`src/pce_pad_pkg.sv`:
```
// Console joypad port types and constants

`default_nettype none

package pce_pad_pkg;

	// ==========================================================
	// Pad words
	// ==========================================================

	// Raw host pad in host order
	// [3:0] right, left, down, up
	// [7:4] I, II, select, run
	// [11:8] III to VI
	typedef logic [11:0] pad_raw_t;

	typedef logic [15:0] pad_word_t; // Active-low console word for one port
	typedef logic [3:0]  nibble_t;   // Console data lines
	typedef logic [2:0]  port_idx_t; // Multitap port number

	// ==========================================================
	// Mouse readout
	// ==========================================================

	// One nibble per CLR sequence, X then Y, high half first
	typedef enum logic [1:0] {
		MS_X_HI,
		MS_X_LO,
		MS_Y_HI,
		MS_Y_LO
	} mouse_phase_e;

	// ==========================================================
	// Constants
	// ==========================================================

	// Returned for a port beyond the last pad
	localparam pad_word_t UNUSED_PORT_WORD = 16'h0FFF;

	localparam int DEFAULT_NUM_PORTS     = 5;  // Five-port multitap
	localparam int DEFAULT_MOUSE_TO_BITS = 15; // Idle timeout counter width

endpackage

`default_nettype wire

```
`src/pad_mapper.sv`:
```
// Host pad swap and remap
// Builds the console word of every multitap port

`timescale 1ns/1ns
`default_nettype none

module pad_mapper import pce_pad_pkg::*; #(
	parameter int NUM_PORTS = DEFAULT_NUM_PORTS
) (
	input  pad_raw_t                  pad_a,
	input  pad_raw_t                  pad_b,
	input  pad_raw_t                  pad_2,
	input  pad_raw_t                  pad_3,
	input  pad_raw_t                  pad_4,
	input  logic                      joy_swap,
	input  logic                      mouse_en,
	input  logic [1:0]                mouse_btn,
	input  nibble_t                   motion_nibble,
	output pad_word_t [NUM_PORTS-1:0] port_words
);

	localparam int HOST_PADS = 5;

	pad_raw_t   host_pad [HOST_PADS];
	logic [7:0] mouse_byte;

	// Host buttons to the active-low console layout
	function automatic pad_word_t remap_pad(input pad_raw_t raw);
		return {4'h0, ~raw[11:8], ~raw[1], ~raw[2], ~raw[0], ~raw[3], ~raw[7:4]};
	endfunction

	// First two pads trade places on swap
	assign host_pad[0] = joy_swap ? pad_b : pad_a;
	assign host_pad[1] = joy_swap ? pad_a : pad_b;
	assign host_pad[2] = pad_2;
	assign host_pad[3] = pad_3;
	assign host_pad[4] = pad_4;

	// Motion on top, run/select and mouse buttons below
	assign mouse_byte = {motion_nibble, ~{host_pad[0][7:6], mouse_btn[0], mouse_btn[1]}};

	for (genvar p = 0; p < NUM_PORTS; p++) begin : g_port
		if (p == 0) begin : g_first
			assign port_words[p] = mouse_en ? {mouse_byte, mouse_byte} : remap_pad(host_pad[0]);
		end else if (p < HOST_PADS) begin : g_pad
			assign port_words[p] = remap_pad(host_pad[p]);
		end else begin : g_none
			assign port_words[p] = UNUSED_PORT_WORD; // No host pad behind this port
		end
	end

endmodule

`default_nettype wire

```
`src/mouse_tracker.sv`:
```
// Mouse motion accumulator
// Serves motion as one nibble per CLR sequence

`timescale 1ns/1ns
`default_nettype none

module mouse_tracker import pce_pad_pkg::*; #(
	parameter int MOUSE_TO_BITS = DEFAULT_MOUSE_TO_BITS
) (
	input  logic       clk_sys,
	input  logic       reset,
	input  logic       mouse_strobe,
	input  logic       joy_clr,
	input  logic       clr_rise,
	input  logic [7:0] mouse_x,
	input  logic [7:0] mouse_y,
	output nibble_t    motion_nibble
);

	logic [7:0]               acc_x;
	logic [7:0]               acc_y;
	logic [7:0]               snap_x;
	logic [7:0]               snap_y;
	mouse_phase_e             phase;
	logic [MOUSE_TO_BITS-1:0] idle_cnt;
	logic                     idle_sat;
	logic                     frame_end;

	assign idle_sat  = &idle_cnt;
	assign frame_end = clr_rise && (phase == MS_Y_LO); // Last nibble of a readout done

	// ==========================================================
	// Idle timeout
	// ==========================================================

	always_ff @(posedge clk_sys) begin
		if (reset) begin
			idle_cnt <= '0;
		end else if (joy_clr) begin
			idle_cnt <= '0;
		end else if (!idle_sat) begin
			idle_cnt <= idle_cnt + 1'b1;
		end
	end

	// Phase steps on every CLR rise
	always_ff @(posedge clk_sys) begin
		if (reset) begin
			phase <= MS_Y_LO;
		end else if (clr_rise) begin
			phase <= mouse_phase_e'(phase + 2'd1);
		end else if (idle_sat) begin
			phase <= MS_Y_LO; // Host stopped polling, resync
		end
	end

	// ==========================================================
	// Accumulators and snapshots
	// ==========================================================

	always_ff @(posedge clk_sys) begin
		if (reset) begin
			acc_x  <= '0;
			acc_y  <= '0;
			snap_x <= '0;
			snap_y <= '0;
		end else begin
			if (frame_end) begin
				snap_x <= acc_x;
				snap_y <= acc_y;
				acc_x  <= '0;
				acc_y  <= '0;
			end
			if (mouse_strobe) begin
				acc_x <= 8'd0 - mouse_x; // Console X runs the other way
				acc_y <= mouse_y;
			end
		end
	end

	always_ff @(posedge clk_sys) begin
		if (reset) begin
			motion_nibble <= '0;
		end else begin
			unique case (phase)
				MS_X_HI: motion_nibble <= snap_x[7:4];
				MS_X_LO: motion_nibble <= snap_x[3:0];
				MS_Y_HI: motion_nibble <= snap_y[7:4];
				MS_Y_LO: motion_nibble <= snap_y[3:0];
			endcase
		end
	end

endmodule

`default_nettype wire

```
`src/port_scanner.sv`:
```
// SEL/CLR edge detect, multitap port and button page

`timescale 1ns/1ns
`default_nettype none

module port_scanner import pce_pad_pkg::*; (
	input  logic      clk_sys,
	input  logic      reset,
	input  logic      joy_sel,
	input  logic      joy_clr,
	input  logic      turbotap,
	input  logic      buttons6,
	output port_idx_t port_idx,
	output logic      high_page,
	output logic      clr_rise
);

	logic sel_s;
	logic clr_s;
	logic sel_d;
	logic clr_d;
	logic sel_edge;
	logic clr_edge;

	// Sampled console lines and their previous values
	always_ff @(posedge clk_sys) begin
		if (reset) begin
			sel_s <= 1'b0;
			clr_s <= 1'b0;
			sel_d <= 1'b0;
			clr_d <= 1'b0;
		end else begin
			sel_s <= joy_sel;
			clr_s <= joy_clr;
			sel_d <= sel_s;
			clr_d <= clr_s;
		end
	end

	assign sel_edge = sel_s & ~sel_d;
	assign clr_edge = clr_s & ~clr_d;

	always_ff @(posedge clk_sys) begin
		if (reset) begin
			clr_rise  <= 1'b0;
			high_page <= 1'b0;
			port_idx  <= '0;
		end else begin
			clr_rise <= clr_edge;
			if (clr_edge) begin
				high_page <= buttons6 & ~high_page; // Two-button pads stay on page 0
			end
			if (clr_s) begin
				port_idx <= '0;
			end else if (sel_edge && turbotap && port_idx != 3'd7) begin
				port_idx <= port_idx + 3'd1; // Next multitap port
			end
		end
	end

endmodule

`default_nettype wire

```
`src/nibble_latch.sv`:
```
// Console data nibble select and register

`timescale 1ns/1ns
`default_nettype none

module nibble_latch import pce_pad_pkg::*; #(
	parameter int NUM_PORTS = DEFAULT_NUM_PORTS
) (
	input  logic                      clk_sys,
	input  logic                      reset,
	input  logic                      joy_sel,
	input  logic                      joy_clr,
	input  logic                      high_page,
	input  port_idx_t                 port_idx,
	input  pad_word_t [NUM_PORTS-1:0] port_words,
	output nibble_t                   joy_in
);

	pad_word_t word_sel;
	nibble_t   nibble_sel;

	always_comb begin
		word_sel = UNUSED_PORT_WORD; // Past the last port
		for (int i = 0; i < NUM_PORTS; i++) begin
			if (port_idx == port_idx_t'(i)) begin
				word_sel = port_words[i];
			end
		end
	end

	// Nibble 2*page + SEL of the current word
	assign nibble_sel = word_sel[{high_page, joy_sel, 2'b00} +: 4];

	always_ff @(posedge clk_sys) begin
		if (reset) begin
			joy_in <= '0;
		end else if (joy_clr) begin
			joy_in <= '0;
		end else begin
			joy_in <= nibble_sel;
		end
	end

endmodule

`default_nettype wire

```
`src/pce_pad_top.sv`:
```
// Console joypad port controller

`timescale 1ns/1ns
`default_nettype none

module pce_pad_top import pce_pad_pkg::*; #(
	parameter int NUM_PORTS     = DEFAULT_NUM_PORTS,
	parameter int MOUSE_TO_BITS = DEFAULT_MOUSE_TO_BITS
) (
	input  logic       clk_sys,
	input  logic       reset,
	input  pad_raw_t   pad_a,
	input  pad_raw_t   pad_b,
	input  pad_raw_t   pad_2,
	input  pad_raw_t   pad_3,
	input  pad_raw_t   pad_4,
	input  logic       joy_swap,
	input  logic       turbotap,
	input  logic       buttons6,
	input  logic       mouse_en,
	input  logic [7:0] mouse_x,
	input  logic [7:0] mouse_y,
	input  logic       mouse_strobe,
	input  logic [1:0] mouse_btn,   // Left, right
	input  logic       joy_sel,
	input  logic       joy_clr,
	output nibble_t    joy_in
);

	pad_word_t [NUM_PORTS-1:0] port_words;
	nibble_t                   motion_nibble;
	port_idx_t                 port_idx;
	logic                      high_page;
	logic                      clr_rise;

	// ==========================================================
	// Input side
	// ==========================================================

	pad_mapper #(
		.NUM_PORTS(NUM_PORTS)
	) u_pad_mapper (
		.pad_a(pad_a),
		.pad_b(pad_b),
		.pad_2(pad_2),
		.pad_3(pad_3),
		.pad_4(pad_4),
		.joy_swap(joy_swap),
		.mouse_en(mouse_en),
		.mouse_btn(mouse_btn),
		.motion_nibble(motion_nibble),
		.port_words(port_words)
	);

	mouse_tracker #(
		.MOUSE_TO_BITS(MOUSE_TO_BITS)
	) u_mouse_tracker (
		.clk_sys(clk_sys),
		.reset(reset),
		.mouse_strobe(mouse_strobe),
		.joy_clr(joy_clr),
		.clr_rise(clr_rise),
		.mouse_x(mouse_x),
		.mouse_y(mouse_y),
		.motion_nibble(motion_nibble)
	);

	// ==========================================================
	// Port scan and output
	// ==========================================================

	port_scanner u_port_scanner (
		.clk_sys(clk_sys),
		.reset(reset),
		.joy_sel(joy_sel),
		.joy_clr(joy_clr),
		.turbotap(turbotap),
		.buttons6(buttons6),
		.port_idx(port_idx),
		.high_page(high_page),
		.clr_rise(clr_rise)
	);

	nibble_latch #(
		.NUM_PORTS(NUM_PORTS)
	) u_nibble_latch (
		.clk_sys(clk_sys),
		.reset(reset),
		.joy_sel(joy_sel),
		.joy_clr(joy_clr),
		.high_page(high_page),
		.port_idx(port_idx),
		.port_words(port_words),
		.joy_in(joy_in)
	);

endmodule

`default_nettype wire

```
`config.mk`:
```
export PLATFORM = sky130hd
export DESIGN_NAME = pce_pad_top
export DESIGN_NICKNAME = d
export VERILOG_FILES = /design/src/pce_pad_pkg.sv /design/src/pad_mapper.sv /design/src/mouse_tracker.sv /design/src/port_scanner.sv /design/src/nibble_latch.sv /design/src/pce_pad_top.sv
export SDC_FILE = /design/constraint.sdc
export NUM_CORES = 1
export LEC_CHECK = 0
export BUFFER_PORTS_ARGS = -buffer_cell sky130_fd_sc_hd__buf_2
export CAP_MARGIN = 15
export CELL_PAD_IN_SITES_DETAIL_PLACEMENT = 1
export CELL_PAD_IN_SITES_GLOBAL_PLACEMENT = 1
export CORE_ASPECT_RATIO = 0.6
export CORE_MARGIN = 4
export CORE_UTILIZATION = 42
export DETAILED_ROUTE_END_ITERATION = 10
export PLACE_DENSITY_LB_ADDON = 0.1
export RECOVER_POWER = 50
export SYNTH_ARGS = -nofsm -noshare
export SYNTH_HDL_FRONTEND = slang
export SYNTH_SLANG_ARGS = --single-unit
```
`constraint.sdc`:
```
create_clock -name clk_sys -period 3.55 [get_ports clk_sys]
set_clock_uncertainty 0.1 [all_clocks]
set_input_delay 0.355 -clock clk_sys [delete_from_list [all_inputs] [get_ports clk_sys]]
set_output_delay 0.355 -clock clk_sys [all_outputs]
set_load 0.02 [all_outputs]
```
## After elaboration in Yosys (flattened, before gate mapping)

Cells that the tools add are included.

- Logic and storage cells: 89
- Bits in registers: 66
- Bits of input ports: 87
- Output and inout port bits: 4

- Reductions and logical operators: 10
- Shift-type cells: 1
- Multiplexer cells: 14
- $add $sub $neg: 4
- Equality and inequality tests: 8
- Bitwise logic cells: 37

Operators with widths:

| operator | number |
|---|---|
| $mux W16 | 6 |
| $not A4 Y4 | 11 |
| $mux W12 | 2 |
| $mux W8 | 3 |
| $not A1 Y1 | 23 |
| $pmux W4 S4 | 1 |
| $shiftx A16 B5 Y4 | 1 |
| $add A15 B1 Y15 const B | 1 |
| $reduce_and A15 Y1 | 1 |
| $sub A1 B8 Y8 const A | 1 |
| $eq A3 B2 Y1 const B | 2 |
| $eq A2 B2 Y1 const B | 2 |
| $mux W2 | 2 |
| $reduce_bool A2 Y1 | 2 |
| $reduce_or A2 Y1 | 2 |
| $add A3 B1 Y3 const B | 1 |
| $and A1 B1 Y1 | 3 |
| $eq A3 B1 Y1 const B | 1 |
| $eq A3 B3 Y1 const B | 1 |
| $logic_and A1 B1 Y1 | 3 |
| $logic_not A3 Y1 | 1 |
| $ne A3 B3 Y1 const B | 1 |
| $add A2 B1 Y2 const B | 1 |
| $eq A2 B1 Y1 const B | 1 |
| $logic_not A2 Y1 | 1 |

## Depth between registers and ports, before layout

- Word-level depth: 9
- Mapped depth: 11

## Hierarchy

A second synthesis with hierarchy kept.

- Cell total of the unflattened synthesis: 513
- Area, all modules: 4254.1 sq um

Modules (own cells, without submodules):

| module | cells each | sequential area each (sq um) | area each (sq um) | instances |
|---|---|---|---|---|
| mouse_tracker | 274 | 1061.0 | 2343.5 | 1 |
| nibble_latch | 114 | 80.1 | 874.6 | 1 |
| pad_mapper | 97 | 0.0 | 716.9 | 1 |
| port_scanner | 28 | 180.2 | 319.1 | 1 |

## Worst setup path after synthesis

No wires, ideal clock.

- Kind: register -> register
- From: register u_port_scanner.port_idx[2]
- To: register u_nibble_latch.joy_in[3]
- Required time: 3.392 ns
- Clock period less this slack: 2.127 ns
- Arrival time: 1.968 ns
- Setup slack: 1.423 ns
- Buffers on the path: 4
- Cell stages (with the launch flop): 11
- Cells stage by stage: dfxtp_1 > buf_2 > buf_2 > inv_1 > ha_1 > buf_2 > clkbuf_1 > nand2_1 > a21oi_1 > a2111oi_0 > o22a_1

- Longest elaborated chain between the ends: 7
- Elaborated cells between the ends (all ways): 11

Ends and longest elaborated chain:

| element | RTL line | RTL |
|---|---|---|
| start, declared | port_scanner.sv:13 | `output port_idx_t port_idx,` |
| start signal, assigned | port_scanner.sv:56 | `port_idx <= port_idx + 3'd1;` |
| $logic_not A3 Y1 | nibble_latch.sv:25 | `if (port_idx == port_idx_t'(i)) begin` |
| $mux W16 (4 in a row) | nibble_latch.sv:25 |  |
| $mux W16 * | nibble_latch.sv:25 |  |
| $shiftx A16 B5 Y4 * | nibble_latch.sv:32 | `assign nibble_sel = word_sel[{high_page, joy_sel, 2'b00} +: 4];` |
| end signal, assigned | nibble_latch.sv:40 | `joy_in <= nibble_sel;` |
| end, declared | nibble_latch.sv:16 | `output nibble_t joy_in` |

Mark *: on every way between the ends. The rest lies on a longest branch, timed or not.
A chain may end at the register's enable or synchronous reset.

## Worst setup path in the final report

- From: input reset
- To: register u_nibble_latch.joy_in[3]

- Longest elaborated chain between the ends: 1

Ends and longest elaborated chain:

| element | RTL line | RTL |
|---|---|---|
| start, declared | pce_pad_top.sv:11 | `input logic reset,` |
| $reduce_or A2 Y1 (no source line) | - |  |

No other way between the ends.

==> run metrics <==
sw power=between 0.0004 and 0.0005 W; WP data required=around 3.7 ns; wire per inst=roughly 18 um; power share of the clock group=0.479; post-synthesis cell area=~0.0039 mm^2; worst hold slack=approximately 0.16 ns; htree depth=3; WHS Path Cells=3; r2r worst-path depth=6; initial antenna violation count=0; Flop pwr share=0.389; PwrDens=between 400 and 500 mW/mm^2; largest net degree at the start of global routing=49; Synth Flop Type=dfxtp_1; startpoint types=input pin; Tot Pwr=0.00201 W; Util after Layout=0.533; Detailed Place HPWL=between 9000 and 10000 um; post-synth top area cell=dfxtp_1; setup violators final=0; share of cells above drive strength 1=0.220; die width=about 130 um; run status=complete, but fails checks; Rel. slew slack=-0.374; initial cell density of the core=0.445; critical path arrival=about 3.1 ns; routed vias=approximately 3900; crit-path cells=buf_2 -> clkbuf_1 -> nor2_1 -> nand2_1 -> a221o_1 -> o22ai_1 -> o22a_1; worst slew pin tran=roughly 2.1 ns; first-pass GRT wire length=19700 um; DR pass1 iterations=5; vias in the first global route=about 4000; Post-Syn Instances=492; First DRT Iteration DRCs=around 320; CP Capture Type=register; Hold Crit Class=input pin to register; RSZ-0062 raised after global routing=false; Comb pwr share=0.132; final instance area=0.00468 mm^2; DRC=0; row count=26; EDFF count, synth=0; Setup CP Type=input pin to register; post_cts resized=0; max frequency=0.333 GHz; root buf cell=clkbuf_16; cts bufs inserted=9; crit path max fanout=48; clk buf depth=2; # Post-CTS Setup Buffers=0; CP max-delay cell=clkbuf_1; FFs w/ async S/R, synth=0; FF-to-FF Start=u_port_scanner.port_idx[2]$_SDFFE_PP0P_; Die Y=82.7 um; Core ar.=0.00878 mm^2; Mean Syn Cell Area=about 7.9 um^2; clock latency at the later pin of the worst-skew pair=about 0.33 ns; CTS tree=built; total gr overflow=0; GRT Total Usage=0.225; final worst path period need=roughly 3 ns; leakage power=approximately 1.9 nW; IO buf count=90; hold endpoint=u_mouse_tracker.acc_y[7]$_SDFFE_PP0P_; hold_sp=mouse_y[7]; Final Max Slew Viols=between 40 and 50; io pins=91; area growth from synthesis to layout=19.8%; Hold-fix buffers, CTS=0; failing checks=capacitance limit, slew limit; Synth Warn #=0; r2r endpoint=u_nibble_latch.joy_in[1]$_SDFF_PP0_; final net count=663; Placer Congestion=approximately 0.9; Max rail drop VDD=~270 uV; syn_nets=around 600; placed cell areas=0.00434 mm^2; FF-to-FF setup slack=approximately 0.76 ns; Via density=approximately 5.7; Final Hold Vio Count=0; Sw Share=0.248; Int Pwr=about 0.0015 W; drt total wl=roughly 12000 um; register area share after synthesis=0.338; Tcrit/Tclk final=0.846; max-cap viol count=1; Largest stage delay, worst path=1.47 ns; Yosys reg bits=66; setup tns final=0 ns; Synth top area share=0.338; library cells used by synthesis=68; clock-pin slew on the worst setup and hold paths=around 0.060 ns; most frequent cells after synthesis=nand2_1 (69), nor2_1 (69), dfxtp_1 (66); ant diodes=0; Die ar.=around 0.011 mm^2; largest cells by area after synthesis=dfxtp_1 (34%), nand2_1 (6.6%), nor2_1 (6.6%); clk sinks=66; post-route ant nets=0
[worst max-delay path, delay by kind of cell]
| kind | cells | cell delay (ns) |
|---|---|---|
| buffers and inverters | 2 | 1.55 |
| AOI/OAI and AO/OA | 3 | 0.47 |
| and+or+nand+nor | 2 | 0.73 |
[layer usage]
layer / GRT usage / wire length (um) / vias to the layer above / part of all wire
met3: 0.0642 / 869 / 17 / 0.070
met1: 0.296 / 5780 / 1856 / 0.47
li1: - / - / 1897 / -
met4: 0.0633 / 107 / 0 / 0.0087
met5: 0 / 0 / - / 0
met2: 0.366 / 5610 / 131 / 0.45
[power by group through the flow]
stage | Sequential (W) | Clock [W] | Combinational [W]
3_5_place_dp | 0.000798 | 0 | 0.000258
4_1_cts | 0.000782 | 0.000986 | 0.000261
5_1_grt | 0.000785 | 0.00103 | 0.000292
3_3_place_gp | 0.000797 | 0 | 0.000250
6_report | 0.000782 | 0.000964 | 0.000265
2_1_floorplan | 0.000795 | 0 | 0.000157
[placed cells by master, fill, tap and decap left out, types with 4 or more instances in the layout]
master,n
and3_1,5
nor2b_1,12
nand2b_1,8
dfxtp_1,66
nor3_1,8
nand3_1,8
o211ai_1,8
o21ai_0,18
a21oi_1,51
mux2_2,6
xor2_1,10
buf_2,86
xnor2_1,5
nand2_1,69
a222oi_1,4
ha_1,12
clkbuf_16,9
mux2i_1,11
inv_1,11
nor2_1,69
a2111oi_0,5
clkbuf_1,5
[cells by family (layout without fill, tap and decap cells)]
logic type	after synthesis	after routing	synth area share
simple gates	207	207	0.252
mux	21	21	0.0656
fa+ha+maj	12	12	0.0384
xor+xnor	15	15	0.0336
flops	66	66	0.338
buf+inv	44	121	0.0560
compound gates	127	127	0.216
[worst max-delay path by stage]
| stage | start | to | slack [ns] | depth (start not counted) |
|---|---|---|---|---|
| 6_report | reset | u_nibble_latch.joy_in[3]$_SDFF_PP0_ | 0.55 | 7 |
| 5_1_grt | reset | u_nibble_latch.joy_in[3]$_SDFF_PP0_ | 0.26 | 7 |
| 4_1_cts | u_port_scanner.port_idx[2]$_SDFFE_PP0P_ | u_nibble_latch.joy_in[1]$_SDFF_PP0_ | 0.82 | 6 |
| 3_5_place_dp | u_port_scanner.port_idx[2]$_SDFFE_PP0P_ | u_nibble_latch.joy_in[1]$_SDFF_PP0_ | 0.93 | 7 |
| 3_3_place_gp | u_port_scanner.port_idx[2]$_SDFFE_PP0P_ | u_nibble_latch.joy_in[3]$_SDFF_PP0_ | 1.06 | 7 |
| 2_1_floorplan | u_port_scanner.port_idx[2]$_SDFFE_PP0P_ | u_nibble_latch.joy_in[3]$_SDFF_PP0_ | 1.42 | 10 |
[flip-flops by register name (all words and copies together) (netlist names)]
register and count:
u_mouse_tracker.idle_cnt 15, u_mouse_tracker.acc_x 8, u_mouse_tracker.acc_y 8, u_mouse_tracker.snap_x 8
u_mouse_tracker.snap_y 8, u_mouse_tracker.motion_nibble 4, u_nibble_latch.joy_in 4, u_port_scanner.port_idx 3
u_mouse_tracker.phase 2, u_port_scanner.clr_d 1, u_port_scanner.clr_rise 1, u_port_scanner.clr_s 1
u_port_scanner.high_page 1, u_port_scanner.sel_d 1, u_port_scanner.sel_s 1
[stage by stage]
| stage | cells | setup WS [ns] |
|---|---|---|
| after floorplan | 492 | 1.42 |
| after global placement | 664 | 1.06 |
| after detailed placement | 664 | 0.925 |
| after CTS | 680 | 0.821 |
| after global routing | 681 | 0.257 |
| final | 681 | 0.547 |
[area by class of cell]
class | instances | area (um^2)
clock buffer | 10 | 239
multi-input combinational | 382 | 2360
tap | 112 | 140
clock inverter | 6 | 90.1
sequential | 66 | 1320
timing repair buffer | 93 | 484
inverter | 12 | 45.0
fill | 1080 | 4100
(Power assumes the default switching activity.)
